File: src/common/regblk_pkg.sv
package regblk_pkg;

  localparam int ADDR_WIDTH   = 16;
  localparam int DATA_WIDTH   = 32;
  localparam int STRB_WIDTH   = DATA_WIDTH / 8;
  localparam int OFFSET_WIDTH = 8;

  localparam logic [OFFSET_WIDTH-1:0] CTRL_OFFSET    = 8'h00;
  localparam logic [OFFSET_WIDTH-1:0] HWIN_OFFSET    = 8'h04;
  localparam logic [OFFSET_WIDTH-1:0] TRIGGER_OFFSET = 8'h08;
  localparam logic [OFFSET_WIDTH-1:0] EVENT_OFFSET   = 8'h0C;
  localparam logic [OFFSET_WIDTH-1:0] MASK_OFFSET    = 8'h10;

  // Control register layout.
  localparam int MODE_WIDTH = 4;
  localparam int GAIN_WIDTH = 4;
  localparam int MODE_LSB   = 0;
  localparam int GAIN_LSB   = MODE_LSB + MODE_WIDTH;
  localparam int ENABLE_BIT = GAIN_LSB + GAIN_WIDTH;
  localparam int CTRL_WIDTH = ENABLE_BIT + 1;

  localparam int HWIN_WIDTH = 8;

  // Trigger register layout.
  localparam int TRIG_WIDTH = 4;
  localparam int START_LSB  = 0;
  localparam int STOP_LSB   = START_LSB + TRIG_WIDTH;

  localparam int EVENT_COUNT = 4; // Same bit positions in EVENT and MASK.

  typedef enum logic [2:0] {
    REG_CTRL,
    REG_HWIN,
    REG_TRIGGER,
    REG_EVENT,
    REG_MASK,
    REG_NONE
  } reg_index_e;

  typedef enum logic [1:0] {
    PH_IDLE,
    PH_SETUP,
    PH_ACCESS
  } apb_phase_e;

  // Expands the byte strobes into a bit mask over the data bus.
  function automatic logic [DATA_WIDTH-1:0] strb_to_mask(
    input logic [STRB_WIDTH-1:0] strb
  );
    logic [DATA_WIDTH-1:0] mask;
    mask = '0;
    for (int i = 0; i < STRB_WIDTH; i++) begin
      mask[8*i +: 8] = {8{strb[i]}};
    end
    return mask;
  endfunction

endpackage

File: src/source/apb_access.sv
module apb_access #(
  parameter logic [regblk_pkg::ADDR_WIDTH-1:0] BASE_ADDRESS = 16'h1000
) (
  input  logic                              clk,
  input  logic                              i_rst_n,
  input  logic                              i_psel,
  input  logic                              i_penable,
  input  logic [regblk_pkg::ADDR_WIDTH-1:0] i_paddr,
  input  logic                              i_pwrite,
  input  logic [regblk_pkg::STRB_WIDTH-1:0] i_pstrb,
  input  logic [regblk_pkg::DATA_WIDTH-1:0] i_pwdata,
  output regblk_pkg::reg_index_e            o_reg_index,
  output logic                              o_access,
  output logic                              o_write,
  output logic [regblk_pkg::STRB_WIDTH-1:0] o_wstrb,
  output logic [regblk_pkg::DATA_WIDTH-1:0] o_wdata
);

  import regblk_pkg::*;

  apb_phase_e              phase_d;
  apb_phase_e              phase_q;
  logic [ADDR_WIDTH-1:0]   rel_addr;
  logic [OFFSET_WIDTH-1:0] offset;
  logic                    in_window;
  logic                    aligned;

  always_comb begin
    if (!i_psel) begin
      phase_d = PH_IDLE;
    end else if (!i_penable) begin
      phase_d = PH_SETUP;
    end else begin
      phase_d = PH_ACCESS;
    end
  end

  always_ff @(posedge clk or negedge i_rst_n) begin
    if (!i_rst_n) begin
      phase_q <= PH_IDLE;
    end else begin
      phase_q <= phase_d;
    end
  end

  assign rel_addr  = i_paddr - BASE_ADDRESS;
  assign offset    = rel_addr[OFFSET_WIDTH-1:0];
  assign in_window = (i_paddr >= BASE_ADDRESS) && (rel_addr[ADDR_WIDTH-1:OFFSET_WIDTH] == '0);
  assign aligned   = (i_paddr[1:0] == 2'b00);

  always_comb begin
    o_reg_index = REG_NONE;
    if (in_window && aligned) begin
      case (offset)
        CTRL_OFFSET:    o_reg_index = REG_CTRL;
        HWIN_OFFSET:    o_reg_index = REG_HWIN;
        TRIGGER_OFFSET: o_reg_index = REG_TRIGGER;
        EVENT_OFFSET:   o_reg_index = REG_EVENT;
        MASK_OFFSET:    o_reg_index = REG_MASK;
        default:        o_reg_index = REG_NONE;
      endcase
    end
  end

  // Only an access phase that follows a setup cycle reaches the registers.
  assign o_access = i_psel && i_penable && (phase_q == PH_SETUP);
  assign o_write  = i_pwrite;
  assign o_wstrb  = i_pwrite ? i_pstrb : '0; // Reads carry no strobes.
  assign o_wdata  = i_pwdata;

  a_penable_after_setup: assert property (
    @(posedge clk) disable iff (!i_rst_n)
    (i_psel && $rose(i_penable)) |-> (phase_q == PH_SETUP)
  );

  a_addr_stable: assert property (
    @(posedge clk) disable iff (!i_rst_n)
    (i_psel && i_penable) |-> ($stable(i_paddr) && $stable(i_pwrite))
  );

endmodule

File: src/registers/ctrl_regs.sv
module ctrl_regs #(
  parameter logic [regblk_pkg::CTRL_WIDTH-1:0] CTRL_RESET = 9'h0C5
) (
  input  logic                              clk,
  input  logic                              i_rst_n,
  input  regblk_pkg::reg_index_e            i_reg_index,
  input  logic                              i_access,
  input  logic                              i_write,
  input  logic [regblk_pkg::STRB_WIDTH-1:0] i_wstrb,
  input  logic [regblk_pkg::DATA_WIDTH-1:0] i_wdata,
  input  logic [regblk_pkg::HWIN_WIDTH-1:0] i_hw_status,
  output logic [regblk_pkg::DATA_WIDTH-1:0] o_rdata,
  output logic [regblk_pkg::MODE_WIDTH-1:0] o_mode,
  output logic [regblk_pkg::GAIN_WIDTH-1:0] o_gain,
  output logic                              o_enable,
  output logic [regblk_pkg::TRIG_WIDTH-1:0] o_start,
  output logic [regblk_pkg::TRIG_WIDTH-1:0] o_stop
);

  import regblk_pkg::*;

  logic [DATA_WIDTH-1:0]   wmask;
  logic                    ctrl_we;
  logic                    trig_we;
  logic [CTRL_WIDTH-1:0]   ctrl_q;
  logic [CTRL_WIDTH-1:0]   ctrl_d;
  logic [2*TRIG_WIDTH-1:0] trig_bits;
  logic [TRIG_WIDTH-1:0]   start_q;
  logic [TRIG_WIDTH-1:0]   stop_q;

  assign wmask   = strb_to_mask(i_wstrb);
  assign ctrl_we = i_access && i_write && (i_reg_index == REG_CTRL);
  assign trig_we = i_access && i_write && (i_reg_index == REG_TRIGGER);

  // Bytes without a strobe keep their old value.
  assign ctrl_d = (ctrl_q & ~wmask[CTRL_WIDTH-1:0]) |
                  (i_wdata[CTRL_WIDTH-1:0] & wmask[CTRL_WIDTH-1:0]);

  always_ff @(posedge clk or negedge i_rst_n) begin
    if (!i_rst_n) begin
      ctrl_q <= CTRL_RESET;
    end else if (ctrl_we) begin
      ctrl_q <= ctrl_d;
    end
  end

  assign trig_bits = i_wdata[2*TRIG_WIDTH-1:0] & wmask[2*TRIG_WIDTH-1:0];

  always_ff @(posedge clk or negedge i_rst_n) begin
    if (!i_rst_n) begin
      start_q <= '0;
      stop_q  <= '0;
    end else begin
      start_q <= trig_we ? trig_bits[START_LSB +: TRIG_WIDTH] : '0; // One-cycle pulse.
      stop_q  <= trig_we ? trig_bits[STOP_LSB +: TRIG_WIDTH] : '0;
    end
  end

  always_comb begin
    o_rdata = '0;
    case (i_reg_index)
      REG_CTRL: o_rdata[CTRL_WIDTH-1:0] = ctrl_q;
      REG_HWIN: o_rdata[HWIN_WIDTH-1:0] = i_hw_status;
      default:  o_rdata = '0; // TRIGGER always reads back as zero.
    endcase
  end

  assign o_mode   = ctrl_q[MODE_LSB +: MODE_WIDTH];
  assign o_gain   = ctrl_q[GAIN_LSB +: GAIN_WIDTH];
  assign o_enable = ctrl_q[ENABLE_BIT];
  assign o_start  = start_q;
  assign o_stop   = stop_q;

  // APB needs a setup cycle between accesses, so pulses never run back to back.
  a_pulse_single: assert property (
    @(posedge clk) disable iff (!i_rst_n)
    ((o_start != '0) || (o_stop != '0)) |=> ((o_start == '0) && (o_stop == '0))
  );

endmodule

File: src/registers/event_regs.sv
module event_regs (
  input  logic                               clk,
  input  logic                               i_rst_n,
  input  regblk_pkg::reg_index_e             i_reg_index,
  input  logic                               i_access,
  input  logic                               i_write,
  input  logic [regblk_pkg::STRB_WIDTH-1:0]  i_wstrb,
  input  logic [regblk_pkg::DATA_WIDTH-1:0]  i_wdata,
  input  logic [regblk_pkg::EVENT_COUNT-1:0] i_event_set,
  output logic [regblk_pkg::DATA_WIDTH-1:0]  o_rdata,
  output logic                               o_irq
);

  import regblk_pkg::*;

  logic [DATA_WIDTH-1:0]  wmask;
  logic                   event_we;
  logic                   mask_we;
  logic [EVENT_COUNT-1:0] wbits;
  logic [EVENT_COUNT-1:0] clear;
  logic [EVENT_COUNT-1:0] flags_q;
  logic [EVENT_COUNT-1:0] flags_d;
  logic [EVENT_COUNT-1:0] mask_q;

  assign wmask    = strb_to_mask(i_wstrb);
  assign wbits    = i_wdata[EVENT_COUNT-1:0] & wmask[EVENT_COUNT-1:0];
  assign event_we = i_access && i_write && (i_reg_index == REG_EVENT);
  assign mask_we  = i_access && i_write && (i_reg_index == REG_MASK);

  assign clear   = event_we ? wbits : '0;
  assign flags_d = (flags_q & ~clear) | i_event_set; // A hardware set beats a clear.

  always_ff @(posedge clk or negedge i_rst_n) begin
    if (!i_rst_n) begin
      flags_q <= '0;
    end else begin
      flags_q <= flags_d;
    end
  end

  always_ff @(posedge clk or negedge i_rst_n) begin
    if (!i_rst_n) begin
      mask_q <= '0;
    end else if (mask_we) begin
      mask_q <= (mask_q & ~wmask[EVENT_COUNT-1:0]) | wbits;
    end
  end

  always_comb begin
    o_rdata = '0;
    case (i_reg_index)
      REG_EVENT: o_rdata[EVENT_COUNT-1:0] = flags_q;
      REG_MASK:  o_rdata[EVENT_COUNT-1:0] = mask_q;
      default:   o_rdata = '0;
    endcase
  end

  assign o_irq = |(flags_q & mask_q);

  // Every set request must show up as a flag in the following cycle.
  a_set_not_lost: assert property (
    @(posedge clk) disable iff (!i_rst_n)
    (i_event_set != '0) |=> ((flags_q & $past(i_event_set)) == $past(i_event_set))
  );

endmodule

File: src/source/apb_response.sv
module apb_response #(
  parameter logic [regblk_pkg::DATA_WIDTH-1:0] DEFAULT_READ_DATA = 32'hDEAD_BEAF
) (
  input  logic                              i_psel,
  input  logic                              i_penable,
  input  regblk_pkg::reg_index_e            i_reg_index,
  input  logic                              i_write,
  input  logic [regblk_pkg::DATA_WIDTH-1:0] i_ctrl_rdata,
  input  logic [regblk_pkg::DATA_WIDTH-1:0] i_event_rdata,
  output logic                              o_pready,
  output logic [regblk_pkg::DATA_WIDTH-1:0] o_prdata,
  output logic                              o_pslverr
);

  import regblk_pkg::*;

  logic [DATA_WIDTH-1:0] rdata;
  logic                  error;

  // Every access phase completes at once.
  assign o_pready = i_psel && i_penable;

  always_comb begin
    case (i_reg_index)
      REG_CTRL,
      REG_HWIN,
      REG_TRIGGER: rdata = i_ctrl_rdata;
      REG_EVENT,
      REG_MASK:    rdata = i_event_rdata;
      default:     rdata = DEFAULT_READ_DATA;
    endcase
  end

  // Unmapped addresses and writes to the status view are refused.
  always_comb begin
    error = 1'b0;
    if (i_reg_index == REG_NONE) begin
      error = 1'b1;
    end else if ((i_reg_index == REG_HWIN) && i_write) begin
      error = 1'b1;
    end
  end

  assign o_prdata  = i_write ? '0 : rdata;
  assign o_pslverr = o_pready && error; // Only meaningful in the access phase.

endmodule

File: src/source/apb_regblk.sv
module apb_regblk #(
  parameter logic [regblk_pkg::ADDR_WIDTH-1:0] BASE_ADDRESS      = 16'h1000,
  parameter logic [regblk_pkg::DATA_WIDTH-1:0] DEFAULT_READ_DATA = 32'hDEAD_BEAF,
  parameter logic [regblk_pkg::CTRL_WIDTH-1:0] CTRL_RESET        = 9'h0C5
) (
  input  logic                               clk,
  input  logic                               i_rst_n,
  input  logic                               i_psel,
  input  logic                               i_penable,
  input  logic [regblk_pkg::ADDR_WIDTH-1:0]  i_paddr,
  input  logic                               i_pwrite,
  input  logic [regblk_pkg::STRB_WIDTH-1:0]  i_pstrb,
  input  logic [regblk_pkg::DATA_WIDTH-1:0]  i_pwdata,
  input  logic [regblk_pkg::HWIN_WIDTH-1:0]  i_hw_status,
  input  logic [regblk_pkg::EVENT_COUNT-1:0] i_event_set,
  output logic                               o_pready,
  output logic [regblk_pkg::DATA_WIDTH-1:0]  o_prdata,
  output logic                               o_pslverr,
  output logic [regblk_pkg::MODE_WIDTH-1:0]  o_mode,
  output logic [regblk_pkg::GAIN_WIDTH-1:0]  o_gain,
  output logic                               o_enable,
  output logic [regblk_pkg::TRIG_WIDTH-1:0]  o_start,
  output logic [regblk_pkg::TRIG_WIDTH-1:0]  o_stop,
  output logic                               o_irq
);

  import regblk_pkg::*;

  reg_index_e            reg_index;
  logic                  access;
  logic                  write;
  logic [STRB_WIDTH-1:0] wstrb;
  logic [DATA_WIDTH-1:0] wdata;
  logic [DATA_WIDTH-1:0] ctrl_rdata;
  logic [DATA_WIDTH-1:0] event_rdata;

  apb_access #(
    .BASE_ADDRESS (BASE_ADDRESS )
  ) u_apb_access (
    .clk          (clk          ),
    .i_rst_n      (i_rst_n      ),
    .i_psel       (i_psel       ),
    .i_penable    (i_penable    ),
    .i_paddr      (i_paddr      ),
    .i_pwrite     (i_pwrite     ),
    .i_pstrb      (i_pstrb      ),
    .i_pwdata     (i_pwdata     ),
    .o_reg_index  (reg_index    ),
    .o_access     (access       ),
    .o_write      (write        ),
    .o_wstrb      (wstrb        ),
    .o_wdata      (wdata        )
  );

  ctrl_regs #(
    .CTRL_RESET   (CTRL_RESET   )
  ) u_ctrl_regs (
    .clk          (clk          ),
    .i_rst_n      (i_rst_n      ),
    .i_reg_index  (reg_index    ),
    .i_access     (access       ),
    .i_write      (write        ),
    .i_wstrb      (wstrb        ),
    .i_wdata      (wdata        ),
    .i_hw_status  (i_hw_status  ),
    .o_rdata      (ctrl_rdata   ),
    .o_mode       (o_mode       ),
    .o_gain       (o_gain       ),
    .o_enable     (o_enable     ),
    .o_start      (o_start      ),
    .o_stop       (o_stop       )
  );

  event_regs u_event_regs (
    .clk          (clk          ),
    .i_rst_n      (i_rst_n      ),
    .i_reg_index  (reg_index    ),
    .i_access     (access       ),
    .i_write      (write        ),
    .i_wstrb      (wstrb        ),
    .i_wdata      (wdata        ),
    .i_event_set  (i_event_set  ),
    .o_rdata      (event_rdata  ),
    .o_irq        (o_irq        )
  );

  apb_response #(
    .DEFAULT_READ_DATA  (DEFAULT_READ_DATA  )
  ) u_apb_response (
    .i_psel             (i_psel             ),
    .i_penable          (i_penable          ),
    .i_reg_index        (reg_index          ),
    .i_write            (write              ),
    .i_ctrl_rdata       (ctrl_rdata         ),
    .i_event_rdata      (event_rdata        ),
    .o_pready           (o_pready           ),
    .o_prdata           (o_prdata           ),
    .o_pslverr          (o_pslverr          )
  );

endmodule

File: config.mk
export PLATFORM = sky130hd
export DESIGN_NAME = apb_regblk
export DESIGN_NICKNAME = d
export VERILOG_FILES = /design/src/common/regblk_pkg.sv /design/src/source/apb_access.sv /design/src/registers/ctrl_regs.sv /design/src/registers/event_regs.sv /design/src/source/apb_response.sv /design/src/source/apb_regblk.sv
export SDC_FILE = /design/constraint.sdc
export NUM_CORES = 1
export LEC_CHECK = 0
export BUFFER_PORTS_ARGS = -buffer_cell sky130_fd_sc_hd__buf_4
export CAP_MARGIN = 40
export CORE_ASPECT_RATIO = 1.25
export CORE_MARGIN = 2
export CORE_UTILIZATION = 25
export CTS_BUF_LIST = sky130_fd_sc_hd__clkbuf_4 sky130_fd_sc_hd__clkbuf_8 sky130_fd_sc_hd__clkbuf_16
export CTS_CLUSTER_SIZE = 28
export DETAILED_ROUTE_END_ITERATION = 6
export HOLD_SLACK_MARGIN = 0.08
export PLACE_DENSITY_LB_ADDON = 0.25
export SLEW_MARGIN = 20
export SYNTH_ARGS = -nofsm -noshare
export SYNTH_HDL_FRONTEND = slang
export SYNTH_SLANG_ARGS = --single-unit
File: constraint.sdc
create_clock -name clk -period 3 [get_ports clk]
set_clock_uncertainty 0.1 [all_clocks]
set_input_delay 0.6 -clock clk [delete_from_list [all_inputs] [get_ports clk]]
set_output_delay 0.6 -clock clk [all_outputs]
set_load 0.05 [all_outputs]
# After elaboration in Yosys (flattened, before gate mapping)
# Cells that the tools add are included.
# word_totals
ff_bits	27
word_cells	64
in_bits	69
# op_classes
n_reduce_logical	18
mux	15
add_sub_neg	1
bitwise	13
n_eq_ne	10
n_lt_le_gt_ge	1
# ops
op	n
$pmux 32 s2	1
$mux 32	1
$and 9x9->9	2
$and 4x4->4	4
$eq 8x4->1 const B	2
$ge 16x13->1 const B	1
$logic_not 8->1	2
$pmux 8 s2	1
$sub 16x13->16 const B	1
$pmux 3 s5	1
$mux 4	3
$logic_and 1x1->1	11
$not 9->9	1
$or 9x9->9	1
$and 8x8->8	1
$eq 8x3->1 const B	1
$eq 8x5->1 const B	1
$not 4->4	2
$or 4x4->4	2
$pmux 4 s2	1
$eq 3x2->1 const B	2
$eq 3x3->1 const B	2
$mux 2	3
$reduce_or 4->1	1
8 further kinds	10

# Longest topological paths before layout
# logic_depth
depth_word	11
mapped_depth	6

# Cells and area by module
# From an unflattened synthesis, not the netlist that was laid out.
# unflattened
hier_cells	353
hier_area_um2	2930.3
# by_module_without_submodules
module	n_inst	cells_each	area_each_um2	seq_area_each_um2
ctrl_regs	1	83	974.7	430.4
apb_response	1	155	924.6	0.0
event_regs	1	65	621.8	200.2
apb_access	1	50	409.1	50.0

# Worst setup path after synthesis
# Ideal clock, no wire load.
# synth_timing
path_kind	input -> output
from	input port i_paddr[14] (netlist bit)
to	output port o_prdata[4] (netlist bit)
required_time_ps	2300
cell_stages	3
slack_ps	-389
t_arrival_ps	2689
cell_sequence	or4b_1 > nor3_2 > nor3b_1
# synth_via
elab_chain_cells	9
word_cells_on_any_way	16
# synth_lines
element	line	rtl
from (decl)	apb_regblk.sv:10	input logic [regblk_pkg::ADDR_WIDTH-1:0] i_paddr,
$sub 16x13->16	apb_access.sv:46	assign rel_addr = i_paddr - BASE_ADDRESS;
$logic_not 8->1	apb_access.sv:48	assign in_window = (i_paddr >= BASE_ADDRESS) && (rel_addr[ADDR_WIDTH-1:OFFSET_WIDTH] == '0);
$logic_and 1x1->1 (*)	apb_access.sv:48	
$logic_and 1x1->1 (*)	apb_access.sv:53	if (in_window && aligned) begin
$mux 3 (*)	apb_access.sv:53	
$eq 3x1->1 (tied with other cells)	ctrl_regs.sv:61, apb_response.sv:24	
$pmux 8 s2 (tied with other cells)	ctrl_regs.sv:61	case (i_reg_index)
$pmux 32 s2 (*)	apb_response.sv:24	case (i_reg_index)
$mux 32 (*)	apb_response.sv:44	assign o_prdata = i_write ? '0 : rdata;
to (decl)	apb_regblk.sv:17	output logic [regblk_pkg::DATA_WIDTH-1:0] o_prdata,
# Mark *: on every way between the ends. The rest lies on a longest branch, timed or not.

# Worst setup path after layout
# layout_timing
from	input port i_paddr[14] (netlist bit)
to	output port o_prdata[21] (netlist bit)
# layout_via
elab_chain_cells	9
word_cells_on_any_way	15
# layout_lines
element	line
$sub 16x13->16	apb_access.sv:46
$logic_not 8->1	apb_access.sv:48
$logic_and 1x1->1 (*)	apb_access.sv:48
$logic_and 1x1->1 (*)	apb_access.sv:53
$mux 3 (*)	apb_access.sv:53
$eq 3x2->1 (tied with other cells)	apb_response.sv:24
$reduce_or 3->1 / $reduce_or 2->1 (equally long branches)	apb_response.sv:24
$pmux 32 s2 (*)	apb_response.sv:24
$mux 32 (*)	apb_response.sv:44
# Marks and branches as above.

==> impl_metrics.tcl <==
set metrics [dict create \
    status "finished clean" \
    fillCellCount 674 \
    hp-class "in -> async" \
    r2r_slack_ns 1.09 \
    power_density_nw_per_um2 328.2 \
    die_h_um 95.15 \
    io_buffers 89 \
    vias 1410 \
    reg2reg_depth 4 \
    cp.arrival_ns 2.15 \
    antenna_found_initial 0 \
    cts_tree "done" \
    endpoint_kind "primary output" \
    crit_start "i_paddr[14]" \
    setup_viol 0 \
    nets 316 \
    dieArea_um2 7319 \
    rsz0062_at_grt "no" \
    hold_ws_ns 0.1242 \
    timing.final.crit_share_pct 95.14 \
    endpoint "o_prdata[21]" \
    pwr-share-comb_pct 27.2 \
    ys_types 37 \
    numCtsBuffers 3 \
    grt_start_max_net_pins 28 \
    p_sw_share_pct 32.50 \
    drcViolationCount 0 \
    fp-row-count 33 \
    diodes 0 \
    ff_latch_area_um2 680.7 \
    wl_mm 4.551 \
    io_pins 121 \
    async_flop_share_pct 100.0 \
    clk_latency_ns 0.27 \
    path_max_fanout 17 \
    finalNonFillerCells 333 \
    cts_htree_levels 1 \
    worst_slew_pin_slew_ns 0.5476 \
    grtUsageTotal_pct 12.37 \
    grt_pass1_wl_mm 7.141 \
    r2r_start "u_apb_access.phase_q[1]" \
    overflow 0 \
    leakage_nw 1.209 \
    layout_commonest_cell "buf_4" \
    hpwl_mm 3.604 \
    p_int_mw 0.5343 \
    period_minus_slack_ns 2.854 \
    fmax_ghz 0.3504 \
    p_seq_share_pct 46.3 \
    syn_avg_cell_area_um2 10.01 \
    synthCells 166 \
    grt_pass1_vias 1419 \
    cts_buffer_depth 2 \
    synth_seq_area_share_pct 40.96 \
    hold_violations 0 \
    root_buffer "clkbuf_8" \
    die_width_um 76.92 \
    post-cts-setup-buffers 0 \
    first_iter_violations 41 \
    ant_nets 0 \
    area_growth_pct 45.18 \
    cts_num_sinks 27 \
    required_ns 2.30 \
    vdd_drop_max_v 0.0001520 \
    mappedNetlistArea_um2 1662 \
    synth_warnings 0 \
    slew_headroom_pct 63.45 \
    initial_core_util_pct 25.63 \
    drv_slew 0 \
    drt_first_pass_iters 3 \
    p_sw_mw 0.2573 \
    drive_gt1_share_pct 52.85 \
    place.gp.congestion 0.7022 \
    layout_common_cells "buf_4 (98), dfrtp_1 (23), inv_1 (12)" \
    dp_cells 329 \
    critPathKind "in -> out" \
    synth_seq_cells 27 \
    core_um2 6482 \
    synth-edff-count 0 \
    cp-start-kind "input port" \
    synthFlopType "dfrtp_1" \
    multi_input_area_um2 795.8 \
    path_clk_slew_ns 0.09 \
    drv_cap 0 \
    via_per_inst 4.234 \
    p_clk_share_pct 26.6 \
    detail_route.wl_per_cell_um 13.67 \
]
## cells by family (layout without fill, tap and decap cells)
kind of cell           Yosys count  in the layout  synth area share [%]
DFF                             27             27                 40.96
AOI/OAI and AO/OA               29             29                 11.67
and+or+nand+nor                 54             54                 22.14
muxes                           16             16                 11.22
other                            1              6                0.2257
buffers and inverters           39            114                 13.78
## critical path, stage by stage
cell and delay, ns:
buf_4 0.11, or4b_1 0.61, a2111oi_4 0.29, buf_4 0.20
nor2_2 0.11, buf_4 0.22
## synthesized netlist by cell type, types with 3 or more instances
cell type,count,area [um2]
and2_1,8,50.05
mux2_4,4,60.06
nor2_1,7,26.28
or2_2,4,25.02
a31oi_1,7,43.79
dfrtp_1,23,575.6
nand2_1,11,41.29
nor4_1,3,18.77
a22oi_1,7,52.55
a21oi_1,6,30.03
mux2_2,5,56.30
dfstp_2,4,105.1
buf_4,22,165.2
clkbuf_1,5,18.77
mux2i_1,7,70.07
o21ai_0,3,15.01
inv_1,12,45.04
## how the worst min path moves through the flow
stage / to / slack [ns]
after detailed placement: flip-flop / 0.37
after global placement: flip-flop / 0.36
after floorplan: asynchronous set/reset pin / 0.20
after global routing: asynchronous set/reset pin / 0.15
final: u_ctrl_regs.o_start[1] / 0.12
after CTS: u_ctrl_regs.o_start[0] / 0.14
## routing by layer
layer  vias to the layer above  GRT usage [%]  part of all wire, %
met5                         -              0                    0
met4                         0          3.636                 0.75
met3                         2          1.989                  4.5
met2                        38          21.56                   52
met1                       654          15.84                   43
li1                        716              -                    -
## layout make-up
type / count / area share [%]
clock buffer: 3 / 1.712
clock inverter: 1 / 0.2075
inverter: 12 / 1.867
multi-input combinational: 105 / 32.99
sequential: 27 / 28.22
tap: 87 / 4.512
timing repair buffer: 98 / 30.50
## power groups by stage
stage	clock network, mW	logic, mW	registers [mW]
final	0.211	0.215	0.366
after global routing	0.232	0.231	0.366
after CTS	0.217	0.218	0.366
after detailed placement	0	0.217	0.373
after global placement	0	0.216	0.373
after floorplan	0	0.143	0.373
## through the flow
| stage | cell area [um2] | setup TNS (ns) | total power [mW] | setup slack, ns | util [%] |
|---|---|---|---|---|---|
| after global placement | 2354 | -0.5154 | 0.5886 | -0.03076 | 36.31 |
| after CTS | 2412 | 0 | 0.8009 | 0.04237 | 37.21 |
| after detailed placement | 2354 | -0.4422 | 0.5897 | -0.02694 | 36.31 |
| final | 2412 | 0 | 0.7916 | 0.1459 | 37.21 |
| after global routing | 2412 | 0 | 0.8295 | 0.08268 | 37.21 |
| after floorplan | 1693 | 0 | 0.5159 | 0.03630 | - |
## what timing repair did
action,4_1_cts,5_1_grt
setup endpoints to repair,17,1
resized for setup,1,0
hold buffers,0,0
pin swaps,0,1
Note: power is estimated with default switching activity, not from simulation.
